### config.mk
export PLATFORM = sky130hd
export DESIGN_NAME = div_unit_top
export DESIGN_NICKNAME = d
export VERILOG_FILES = /design/src/common/div_pkg.sv /design/src/common/div_lane_if.sv /design/src/rtl/apb_div_regs.sv /design/src/div_array/div_dispatch.sv /design/src/div_array/div_lane.sv /design/src/div_array/div_collect.sv /design/src/rtl/div_unit_top.sv
export SDC_FILE = /design/constraint.sdc
export NUM_CORES = 2
export LEC_CHECK = 0
export BUFFER_PORTS_ARGS = -buffer_cell sky130_fd_sc_hd__buf_2
export CORE_MARGIN = 5
export CORE_UTILIZATION = 60
export DETAILED_ROUTE_END_ITERATION = 10
export GPL_ROUTABILITY_DRIVEN = 0
export GPL_TIMING_DRIVEN = 0
export PLACE_DENSITY_LB_ADDON = 0.15
export REMOVE_ABC_BUFFERS = 1
export SYNTH_ARGS = -nofsm -noshare
export SYNTH_HDL_FRONTEND = slang
export SYNTH_SLANG_ARGS = --single-unit
### constraint.sdc
create_clock -name clk -period 8.6 [get_ports clk]
set_clock_uncertainty 0.15 [all_clocks]
set_input_delay 0.43 -clock clk [delete_from_list [all_inputs] [get_ports clk]]
set_output_delay 0.43 -clock clk [all_outputs]
set_load 0.03 [all_outputs]
### src/common/div_pkg.sv
// assumes a 32-bit data path, word-aligned APB registers and a power-of-two lane count.
package div_pkg;

  // ----------------------------------------
  // widths and sizes
  // ----------------------------------------
  localparam int data_w = 32;
  localparam int num_lanes = 4;
  localparam int lane_idx_w = 2;
  localparam int result_depth = 4;
  localparam int q_idx_w = 2;
  // queue count, wide enough to hold result_depth.
  localparam int count_w = 3;
  localparam int iter_cnt_w = 5;
  localparam int addr_w = 8;

  // ----------------------------------------
  // register map
  // ----------------------------------------
  localparam logic [addr_w-1:0] reg_dividend = 8'h00;
  localparam logic [addr_w-1:0] reg_divisor = 8'h04;
  // bit 0 selects signed, write issues a job.
  localparam logic [addr_w-1:0] reg_cmd = 8'h08;
  // valid, head div-by-zero, count in bits 4:2.
  localparam logic [addr_w-1:0] reg_status = 8'h0C;
  localparam logic [addr_w-1:0] reg_quotient = 8'h10;
  // read pops the head result.
  localparam logic [addr_w-1:0] reg_remainder = 8'h14;

  // one operand word, read as unsigned or as two's complement.
  typedef union packed {
    logic [data_w-1:0]        u;
    logic signed [data_w-1:0] s;
  } div_word_u;

endpackage

### src/common/div_lane_if.sv
// start is a single-cycle pulse and is legal only while idle; done holds until take.
`timescale 1ns/1ps

interface div_lane_if import div_pkg::*; ();

  logic              start;
  logic              is_signed;
  logic [data_w-1:0] dividend;
  logic [data_w-1:0] divisor;
  logic              idle;
  logic              done;
  logic [data_w-1:0] quotient;
  logic [data_w-1:0] remainder;
  logic              div_by_zero;
  logic              take;

  modport dispatch (
    output start, is_signed, dividend, divisor,
    input  idle
  );

  modport lane (
    input  start, is_signed, dividend, divisor, take,
    output idle, done, quotient, remainder, div_by_zero
  );

  modport collect (
    input  done, quotient, remainder, div_by_zero,
    output take
  );

endinterface

### src/rtl/apb_div_regs.sv
// zero-wait-state APB slave; pready is tied high and a rejected command is reported on pslverr.
`timescale 1ns/1ps

module apb_div_regs import div_pkg::*; (
  input  logic               clk,
  input  logic               rst_n,
  input  logic               psel,
  input  logic               penable,
  input  logic               pwrite,
  input  logic [addr_w-1:0]  paddr,
  input  logic [data_w-1:0]  pwdata,
  output logic [data_w-1:0]  prdata,
  output logic               pready,
  output logic               pslverr,
  output logic               cmd_req,
  output logic               cmd_signed,
  input  logic               cmd_accept,
  output logic [data_w-1:0]  dividend,
  output logic [data_w-1:0]  divisor,
  input  logic               result_valid,
  input  logic [data_w-1:0]  head_quotient,
  input  logic [data_w-1:0]  head_remainder,
  input  logic               head_div_by_zero,
  input  logic [count_w-1:0] result_count,
  output logic               pop
);

  logic wr_en;
  logic rd_en;
  logic [data_w-1:0] status_word;

  // access phase only.
  assign wr_en = psel && penable && pwrite;
  assign rd_en = psel && penable && !pwrite;

  assign pready = 1'b1;

  // ----------------------------------------
  // command and pop strobes
  // ----------------------------------------
  assign cmd_req = wr_en && (paddr == reg_cmd);
  assign cmd_signed = pwdata[0];
  assign pslverr = cmd_req && !cmd_accept;

  // popping an empty queue is ignored.
  assign pop = rd_en && (paddr == reg_remainder) && result_valid;

  // ----------------------------------------
  // operand registers
  // ----------------------------------------
  always_ff @(posedge clk) begin
    if (!rst_n) begin
      dividend <= '0;
      divisor <= '0;
    end else if (wr_en) begin
      if (paddr == reg_dividend) begin
        dividend <= pwdata;
      end
      if (paddr == reg_divisor) begin
        divisor <= pwdata;
      end
    end
  end

  // ----------------------------------------
  // read-back mux
  // ----------------------------------------
  assign status_word = {
    {(data_w - count_w - 2){1'b0}},
    result_count,
    head_div_by_zero && result_valid,
    result_valid
  };

  always_comb begin
    prdata = '0;
    if (rd_en) begin
      case (paddr)
        reg_dividend:  prdata = dividend;
        reg_divisor:   prdata = divisor;
        reg_status:    prdata = status_word;
        // result words read as zero while the queue is empty.
        reg_quotient:  prdata = result_valid ? head_quotient : '0;
        reg_remainder: prdata = result_valid ? head_remainder : '0;
        default:       prdata = '0;
      endcase
    end
  end

endmodule

### src/div_array/div_dispatch.sv
// strict round-robin; a command is rejected when the next lane in turn is busy.
`timescale 1ns/1ps

module div_dispatch import div_pkg::*; (
  input  logic              clk,
  input  logic              rst_n,
  input  logic              cmd_req,
  input  logic              cmd_signed,
  input  logic [data_w-1:0] dividend,
  input  logic [data_w-1:0] divisor,
  output logic              cmd_accept,
  div_lane_if.dispatch      lanes [num_lanes]
);

  logic [lane_idx_w-1:0] next_lane;
  logic [num_lanes-1:0]  idle_vec;
  logic [num_lanes-1:0]  start_q;
  logic                  signed_q;
  logic [data_w-1:0]     dividend_q;
  logic [data_w-1:0]     divisor_q;

  assign cmd_accept = cmd_req && idle_vec[next_lane];

  always_ff @(posedge clk) begin
    if (!rst_n) begin
      next_lane <= '0;
      start_q <= '0;
    end else begin
      start_q <= cmd_accept ? (num_lanes'(1) << next_lane) : '0;
      if (cmd_accept) begin
        next_lane <= next_lane + 1'b1;
      end
    end
  end

  // operands are shared by all lanes, only the started one captures.
  always_ff @(posedge clk) begin
    if (cmd_accept) begin
      signed_q <= cmd_signed;
      dividend_q <= dividend;
      divisor_q <= divisor;
    end
  end

  for (genvar i = 0; i < num_lanes; i++) begin : g_lane_io
    assign idle_vec[i] = lanes[i].idle;
    assign lanes[i].start = start_q[i];
    assign lanes[i].is_signed = signed_q;
    assign lanes[i].dividend = dividend_q;
    assign lanes[i].divisor = divisor_q;
  end

  a_one_start: assert property (@(posedge clk) disable iff (!rst_n) $onehot0(start_q));

endmodule

### src/div_array/div_lane.sv
// fixed latency of data_w + 1 cycles from start to done, also for a zero divisor.
`timescale 1ns/1ps

module div_lane import div_pkg::*; (
  input  logic     clk,
  input  logic     rst_n,
  div_lane_if.lane lane
);

  div_word_u         a_word;
  div_word_u         b_word;
  logic              a_neg;
  logic              b_neg;
  logic [data_w-1:0] a_mag;
  logic [data_w-1:0] b_mag;

  logic                  busy;
  logic                  done_q;
  logic [iter_cnt_w-1:0] cnt;
  logic                  last_step;

  logic [data_w-1:0] quo;
  logic [data_w-1:0] acc;
  logic [data_w-1:0] div_mag;
  logic              q_neg;
  logic              r_neg;
  logic              zero_div;
  logic [data_w-1:0] quotient_q;
  logic [data_w-1:0] remainder_q;

  logic [data_w:0]   rem_shift;
  logic [data_w-1:0] quo_next;
  logic [data_w-1:0] acc_next;

  // ----------------------------------------
  // operand decode
  // ----------------------------------------
  assign a_word = lane.dividend;
  assign b_word = lane.divisor;

  // sign from the signed view, only for signed jobs.
  assign a_neg = lane.is_signed && (a_word.s < 0);
  assign b_neg = lane.is_signed && (b_word.s < 0);
  // the most negative value maps to its own unsigned magnitude.
  assign a_mag = a_neg ? -a_word.s : a_word.u;
  assign b_mag = b_neg ? -b_word.s : b_word.u;

  // ----------------------------------------
  // restoring step
  // ----------------------------------------
  assign rem_shift = {acc, quo[data_w-1]};

  always_comb begin
    if (rem_shift >= {1'b0, div_mag}) begin
      acc_next = rem_shift[data_w-1:0] - div_mag;
      quo_next = {quo[data_w-2:0], 1'b1};
    end else begin
      acc_next = rem_shift[data_w-1:0];
      quo_next = {quo[data_w-2:0], 1'b0};
    end
  end

  assign last_step = busy && (cnt == iter_cnt_w'(data_w - 1));

  // ----------------------------------------
  // control
  // ----------------------------------------
  always_ff @(posedge clk) begin
    if (!rst_n) begin
      busy <= 1'b0;
      done_q <= 1'b0;
      cnt <= '0;
    end else if (lane.start) begin
      busy <= 1'b1;
      cnt <= '0;
    end else if (busy) begin
      cnt <= cnt + 1'b1;
      if (last_step) begin
        busy <= 1'b0;
        done_q <= 1'b1;
      end
    end else if (lane.take) begin
      done_q <= 1'b0;
    end
  end

  always_ff @(posedge clk) begin
    if (lane.start) begin
      quo <= a_mag;
      acc <= '0;
      div_mag <= b_mag;
      q_neg <= a_neg ^ b_neg;
      r_neg <= a_neg;
      zero_div <= (b_word.u == '0);
    end else if (busy) begin
      quo <= quo_next;
      acc <= acc_next;
      if (last_step) begin
        quotient_q <= zero_div ? '1 : (q_neg ? -quo_next : quo_next);
        // with a zero divisor this gives back the raw dividend.
        remainder_q <= r_neg ? -acc_next : acc_next;
      end
    end
  end

  assign lane.idle = !busy && !done_q;
  assign lane.done = done_q;
  assign lane.quotient = quotient_q;
  assign lane.remainder = remainder_q;
  assign lane.div_by_zero = zero_div;

  a_start_idle: assert property (@(posedge clk) disable iff (!rst_n)
    lane.start |-> !busy && !done_q);

endmodule

### src/div_array/div_collect.sv
// results leave in issue order; a slow head lane blocks later finished lanes.
`timescale 1ns/1ps

module div_collect import div_pkg::*; (
  input  logic               clk,
  input  logic               rst_n,
  input  logic               pop,
  output logic               result_valid,
  output logic [data_w-1:0]  head_quotient,
  output logic [data_w-1:0]  head_remainder,
  output logic               head_div_by_zero,
  output logic [count_w-1:0] result_count,
  div_lane_if.collect        lanes [num_lanes]
);

  logic [lane_idx_w-1:0] drain_ptr;
  logic [num_lanes-1:0]  done_vec;
  logic [num_lanes-1:0]  dbz_vec;
  logic [data_w-1:0]     quo_vec [num_lanes];
  logic [data_w-1:0]     rem_vec [num_lanes];
  logic [num_lanes-1:0]  take_q;
  logic                  push;
  logic                  full;

  logic [data_w-1:0]  quo_mem [result_depth];
  logic [data_w-1:0]  rem_mem [result_depth];
  logic               dbz_mem [result_depth];
  logic [q_idx_w-1:0] wr_ptr;
  logic [q_idx_w-1:0] rd_ptr;
  logic [count_w-1:0] count;

  for (genvar i = 0; i < num_lanes; i++) begin : g_lane_io
    assign done_vec[i] = lanes[i].done;
    assign dbz_vec[i] = lanes[i].div_by_zero;
    assign quo_vec[i] = lanes[i].quotient;
    assign rem_vec[i] = lanes[i].remainder;
    assign lanes[i].take = take_q[i];
  end

  // entry is written during the take cycle.
  assign push = |take_q;
  assign full = (count == count_w'(result_depth));

  // ----------------------------------------
  // drain and queue control
  // ----------------------------------------
  always_ff @(posedge clk) begin
    if (!rst_n) begin
      take_q <= '0;
      drain_ptr <= '0;
      wr_ptr <= '0;
      rd_ptr <= '0;
      count <= '0;
    end else begin
      // no second take while the previous one is in flight.
      if (done_vec[drain_ptr] && !full && !push) begin
        take_q <= num_lanes'(1) << drain_ptr;
      end else begin
        take_q <= '0;
      end
      if (push) begin
        drain_ptr <= drain_ptr + 1'b1;
        wr_ptr <= wr_ptr + 1'b1;
      end
      if (pop) begin
        rd_ptr <= rd_ptr + 1'b1;
      end
      case ({push, pop})
        2'b10:   count <= count + 1'b1;
        2'b01:   count <= count - 1'b1;
        default: count <= count;
      endcase
    end
  end

  always_ff @(posedge clk) begin
    if (push) begin
      quo_mem[wr_ptr] <= quo_vec[drain_ptr];
      rem_mem[wr_ptr] <= rem_vec[drain_ptr];
      dbz_mem[wr_ptr] <= dbz_vec[drain_ptr];
    end
  end

  assign result_valid = (count != '0);
  assign result_count = count;
  assign head_quotient = quo_mem[rd_ptr];
  assign head_remainder = rem_mem[rd_ptr];
  assign head_div_by_zero = dbz_mem[rd_ptr];

  a_count_bound: assert property (@(posedge clk) disable iff (!rst_n)
    count <= count_w'(result_depth));

endmodule

### src/rtl/div_unit_top.sv
// APB divider with num_lanes parallel lanes; software polls reg_status for results.
`timescale 1ns/1ps

module div_unit_top import div_pkg::*; (
  input  logic              clk,
  input  logic              rst_n,
  input  logic              psel,
  input  logic              penable,
  input  logic              pwrite,
  input  logic [addr_w-1:0] paddr,
  input  logic [data_w-1:0] pwdata,
  output logic [data_w-1:0] prdata,
  output logic              pready,
  output logic              pslverr
);

  logic               cmd_req;
  logic               cmd_signed;
  logic               cmd_accept;
  logic [data_w-1:0]  dividend;
  logic [data_w-1:0]  divisor;
  logic               result_valid;
  logic [data_w-1:0]  head_quotient;
  logic [data_w-1:0]  head_remainder;
  logic               head_div_by_zero;
  logic [count_w-1:0] result_count;
  logic               pop;

  div_lane_if lane_bus [num_lanes] ();

  apb_div_regs i_regs (
    .clk              (clk),
    .rst_n            (rst_n),
    .psel             (psel),
    .penable          (penable),
    .pwrite           (pwrite),
    .paddr            (paddr),
    .pwdata           (pwdata),
    .prdata           (prdata),
    .pready           (pready),
    .pslverr          (pslverr),
    .cmd_req          (cmd_req),
    .cmd_signed       (cmd_signed),
    .cmd_accept       (cmd_accept),
    .dividend         (dividend),
    .divisor          (divisor),
    .result_valid     (result_valid),
    .head_quotient    (head_quotient),
    .head_remainder   (head_remainder),
    .head_div_by_zero (head_div_by_zero),
    .result_count     (result_count),
    .pop              (pop)
  );

  div_dispatch i_dispatch (
    .clk        (clk),
    .rst_n      (rst_n),
    .cmd_req    (cmd_req),
    .cmd_signed (cmd_signed),
    .dividend   (dividend),
    .divisor    (divisor),
    .cmd_accept (cmd_accept),
    .lanes      (lane_bus)
  );

  for (genvar i = 0; i < num_lanes; i++) begin : g_lane
    div_lane i_lane (
      .clk   (clk),
      .rst_n (rst_n),
      .lane  (lane_bus[i])
    );
  end

  div_collect i_collect (
    .clk              (clk),
    .rst_n            (rst_n),
    .pop              (pop),
    .result_valid     (result_valid),
    .head_quotient    (head_quotient),
    .head_remainder   (head_remainder),
    .head_div_by_zero (head_div_by_zero),
    .result_count     (result_count),
    .lanes            (lane_bus)
  );

endmodule

==> results.sh <==
export IMPL_fmax_ghz=0.145
export IMPL_path_clk_slew_ns=0.06
export IMPL_p_comb_share_pct=5.4
export IMPL_globalRouteOverflowTotal=0
export IMPL_worst_pin_slew_ns=1.52
export IMPL_slew_headroom_pct=-1.20
export IMPL_violations="capacitance limit, slew limit"
export IMPL_die_area_sq_um=101000
export IMPL_crit_required_ns=8.89
export IMPL_coreArea_sq_um=94700
export IMPL_crit_path_start="g_lane[2].i_lane.quo[31]"
export IMPL_dp_slack_ns=2.06
export IMPL_rows=113
export IMPL_fin_nets=5392
export IMPL_grtUsageTotal_pct=30.8
export IMPL_powerDensity_nw_per_um2=177
export IMPL_initial_core_util_pct=60.3
export IMPL_holdWs_ns=0.241
export IMPL_final_hold_viol_count=0
export IMPL_cp_end_kind="register"
export IMPL_finalCritPeriodShare_pct=80.4
export IMPL_reg2reg_depth=14
export IMPL_drv_slew=36
export IMPL_critical_path_class="register to register"
export IMPL_synth_edf_count=849
export IMPL_internal_power_mw=8.67
export IMPL_critical_path_slowest_cell="o41ai_1"
export IMPL_worstHoldStart="paddr[3]"
export IMPL_synth_top_area_share_pct=44.6
export IMPL_wire_per_inst_microns=24.4
export IMPL_cpPeakStageDelay_ns=1.00
export IMPL_ys_types=98
export IMPL_area_delta_synth_final_pct=10.8
export IMPL_yosysWarnings=0
export IMPL_antenna_cells=0
export IMPL_htree_levels=3
export IMPL_arrival_ns=7.21
export IMPL_netlist_area_sq_um=57100
export IMPL_post_route_util_pct=66.8
export IMPL_avgSynthCellArea_sq_um=11.0
export IMPL_r2r_start="g_lane[2].i_lane.quo[31]"
export IMPL_clock_power_share_pct=43.8
export IMPL_layout_setup_ws_ns=1.68
export IMPL_antenna_found_initial=4
export IMPL_drv_cap=2
export IMPL_insertion_delay_ns=0.71
export IMPL_cts_made_buffers=112
export IMPL_postCtsSetupRepairBufs=0
export IMPL_crit_fanout=62
export IMPL_place_port_buffers=77
export IMPL_clk_path_buf_depth=3
export IMPL_firstDrtPassIters=8
export IMPL_grt_pass1_vias=39700
export IMPL_n_fill_cell=7093
export IMPL_fin_setup_tns_ns=0
export IMPL_vias_per_cell=6.40
export IMPL_clock_sinks=1090
export IMPL_finalSetupViolCount=0
export IMPL_ys_seq_area_share_pct=53.1
export IMPL_dp_hpwl_microns=115000
export IMPL_hold_path_depth=3
export IMPL_outcome="finished, violations left"
export IMPL_die_x_microns=319
export IMPL_worstPathCellList="inv_1, ha_1, nor2b_1, o2111a_1, o21ai_0, a31oi_1, o21ai_1, nand2b_1, inv_2, o41ai_1, o2111ai_1, or3_1, o31ai_1, xor2_1"
export IMPL_vias=42000
export IMPL_p_leak_nw=22.1
export IMPL_synth_most_common_cell="edfxtp_1"
export IMPL_seq_power_share_pct=50.8
export IMPL_crit_path_start_kind="register"
export IMPL_yosys_top_cells_count="edfxtp_1, nand2_1, nor2_1, a21oi_1, o21ai_0"
export IMPL_cts_tree="yes"
export IMPL_drtIter0Drc=5243
export IMPL_root_buffer="clkbuf_16"
export IMPL_io_pins=79
export IMPL_syn_inst=5188
export IMPL_yosysTopAreaCell="edfxtp_1"
export IMPL_synth_seq_cells=1090
export IMPL_switching_share_pct=22.3
export IMPL_async_flop_share_pct=0
export IMPL_synth_flop_cell="edfxtp_1"
export IMPL_layout_drive_gt1_share_pct=10.9
export IMPL_drc_errors=0
export IMPL_routed_wl_microns=160000
export IMPL_ir_drop_mv=0.174
export IMPL_power_switching_mw=2.49
export IMPL_hold_class="input pin to register"
export IMPL_synth_area_leaders="edfxtp_1, dfxtp_1, mux4_2"
export IMPL_ant_nets=0
export IMPL_grt_max_degree=88
export IMPL_grt_pass1_wl_microns=241000
export IMPL_die_y_microns=319
export IMPL_period_needed_ns=6.92
export IMPL_rsz0062_at_grt="no"
-- path summary, 6_finish.rpt --
kind | to | slack (ns)
max reg2reg | g_lane[2].i_lane.lane.remainder[26] | 1.68
min reg2reg | i_dispatch.lanes[0].dividend[16] | 0.30
min | i_dispatch.lanes[0].divisor[0] | 0.24
max | g_lane[2].i_lane.lane.remainder[26] | 1.68
-- critical path, delay by kind of cell (launching register included) --
kind / cells / cell delay [ns]
AOI/OAI and AO/OA: 7 / 3.08
adders and majority gates: 1 / 0.21
buffers and inverters: 2 / 0.95
xor gates and xnor gates: 1 / 0.11
and+or+nand+nor: 3 / 1.61
DFF: 1 / 0.49
-- placed cells by master (no fill, tap or decap), types with 108 or more instances in the layout --
cell type  count
nand2_1      555
a21oi_1      379
inv_1        225
xor2_1       252
mux2i_1      109
a211oi_1     108
xnor2_1      158
nor2_1       470
edfxtp_1     849
clkbuf_16    112
ha_1         151
o21ai_0      260
mux4_2       131
dfxtp_1      229
-- power by group through the flow --
| stage | combinational, mW | sequential, mW | clock, mW |
|---|---|---|---|
| floorplan | 0.424 | 5.78 | 0 |
| global placement | 0.555 | 5.79 | 0 |
| detailed placement | 0.569 | 5.78 | 0 |
| CTS | 0.587 | 5.67 | 4.94 |
| global route | 0.653 | 5.67 | 5.18 |
| finish | 0.603 | 5.67 | 4.89 |
-- registers in the layout, summed over array words and instances (netlist names), 20 cells and up, named ones only --
register	cells
i_collect.quo_mem	128
g_lane.i_lane.quo	128
g_lane.i_lane.lane.remainder	128
g_lane.i_lane.acc	128
i_dispatch.lanes.divisor	32
i_regs.dividend	32
g_lane.i_lane.div_mag	128
g_lane.i_lane.lane.quotient	128
i_collect.rem_mem	128
i_regs.divisor	32
g_lane.i_lane.cnt	20
i_dispatch.lanes.dividend	32
-- metal layers --
layer  global-route usage, %  vias up  wire length [microns]
met5                       0        -                      0
met4                    12.0        0                   7430
met3                    6.15      355                  15900
met2                    47.2     2095                  71700
met1                    43.9    20400                  64900
li1                        -    19100                      -
-- final cells by class --
class | count | area [sq um] | share of cell area, %
sequential | 1090 | 30400 | 48.0
multi-input combinational | 3591 | 24900 | 39.4
clock buffer | 155 | 3130 | 4.95
timing repair buffer | 161 | 1780 | 2.82
tap | 1265 | 1580 | 2.50
inverter | 235 | 882 | 1.39
clock inverter | 59 | 589 | 0.932
-- per-stage QoR --
step	cell area (sq um)	total power, mW	instances
after detailed placement	59200	6.35	6307
after global placement	58000	6.34	6258
after floorplan	56000	6.20	4916
final	63300	11.2	6556
after CTS	63200	11.2	6554
after global routing	63300	11.5	6556
-- logic make-up after synthesis --
logic type,Yosys count,share of synthesized area [%]
simple gates,1545,12.4
compound gates,1193,13.2
flops,1090,53.1
buf+inv,507,3.44
xor+xnor,410,6.29
mux,286,8.02
fa+ha+maj,156,3.48
other cells,1,0.00657
-- repair_timing --
item / in CTS / in global routing
endpoints found under the hold margin: 72 / 0
hold buffers: 33 / 0
resized for setup: 0 / 0
endpoints found under the setup margin: 0 / 0
No activity file was read; power rests on OpenSTA's default activity.
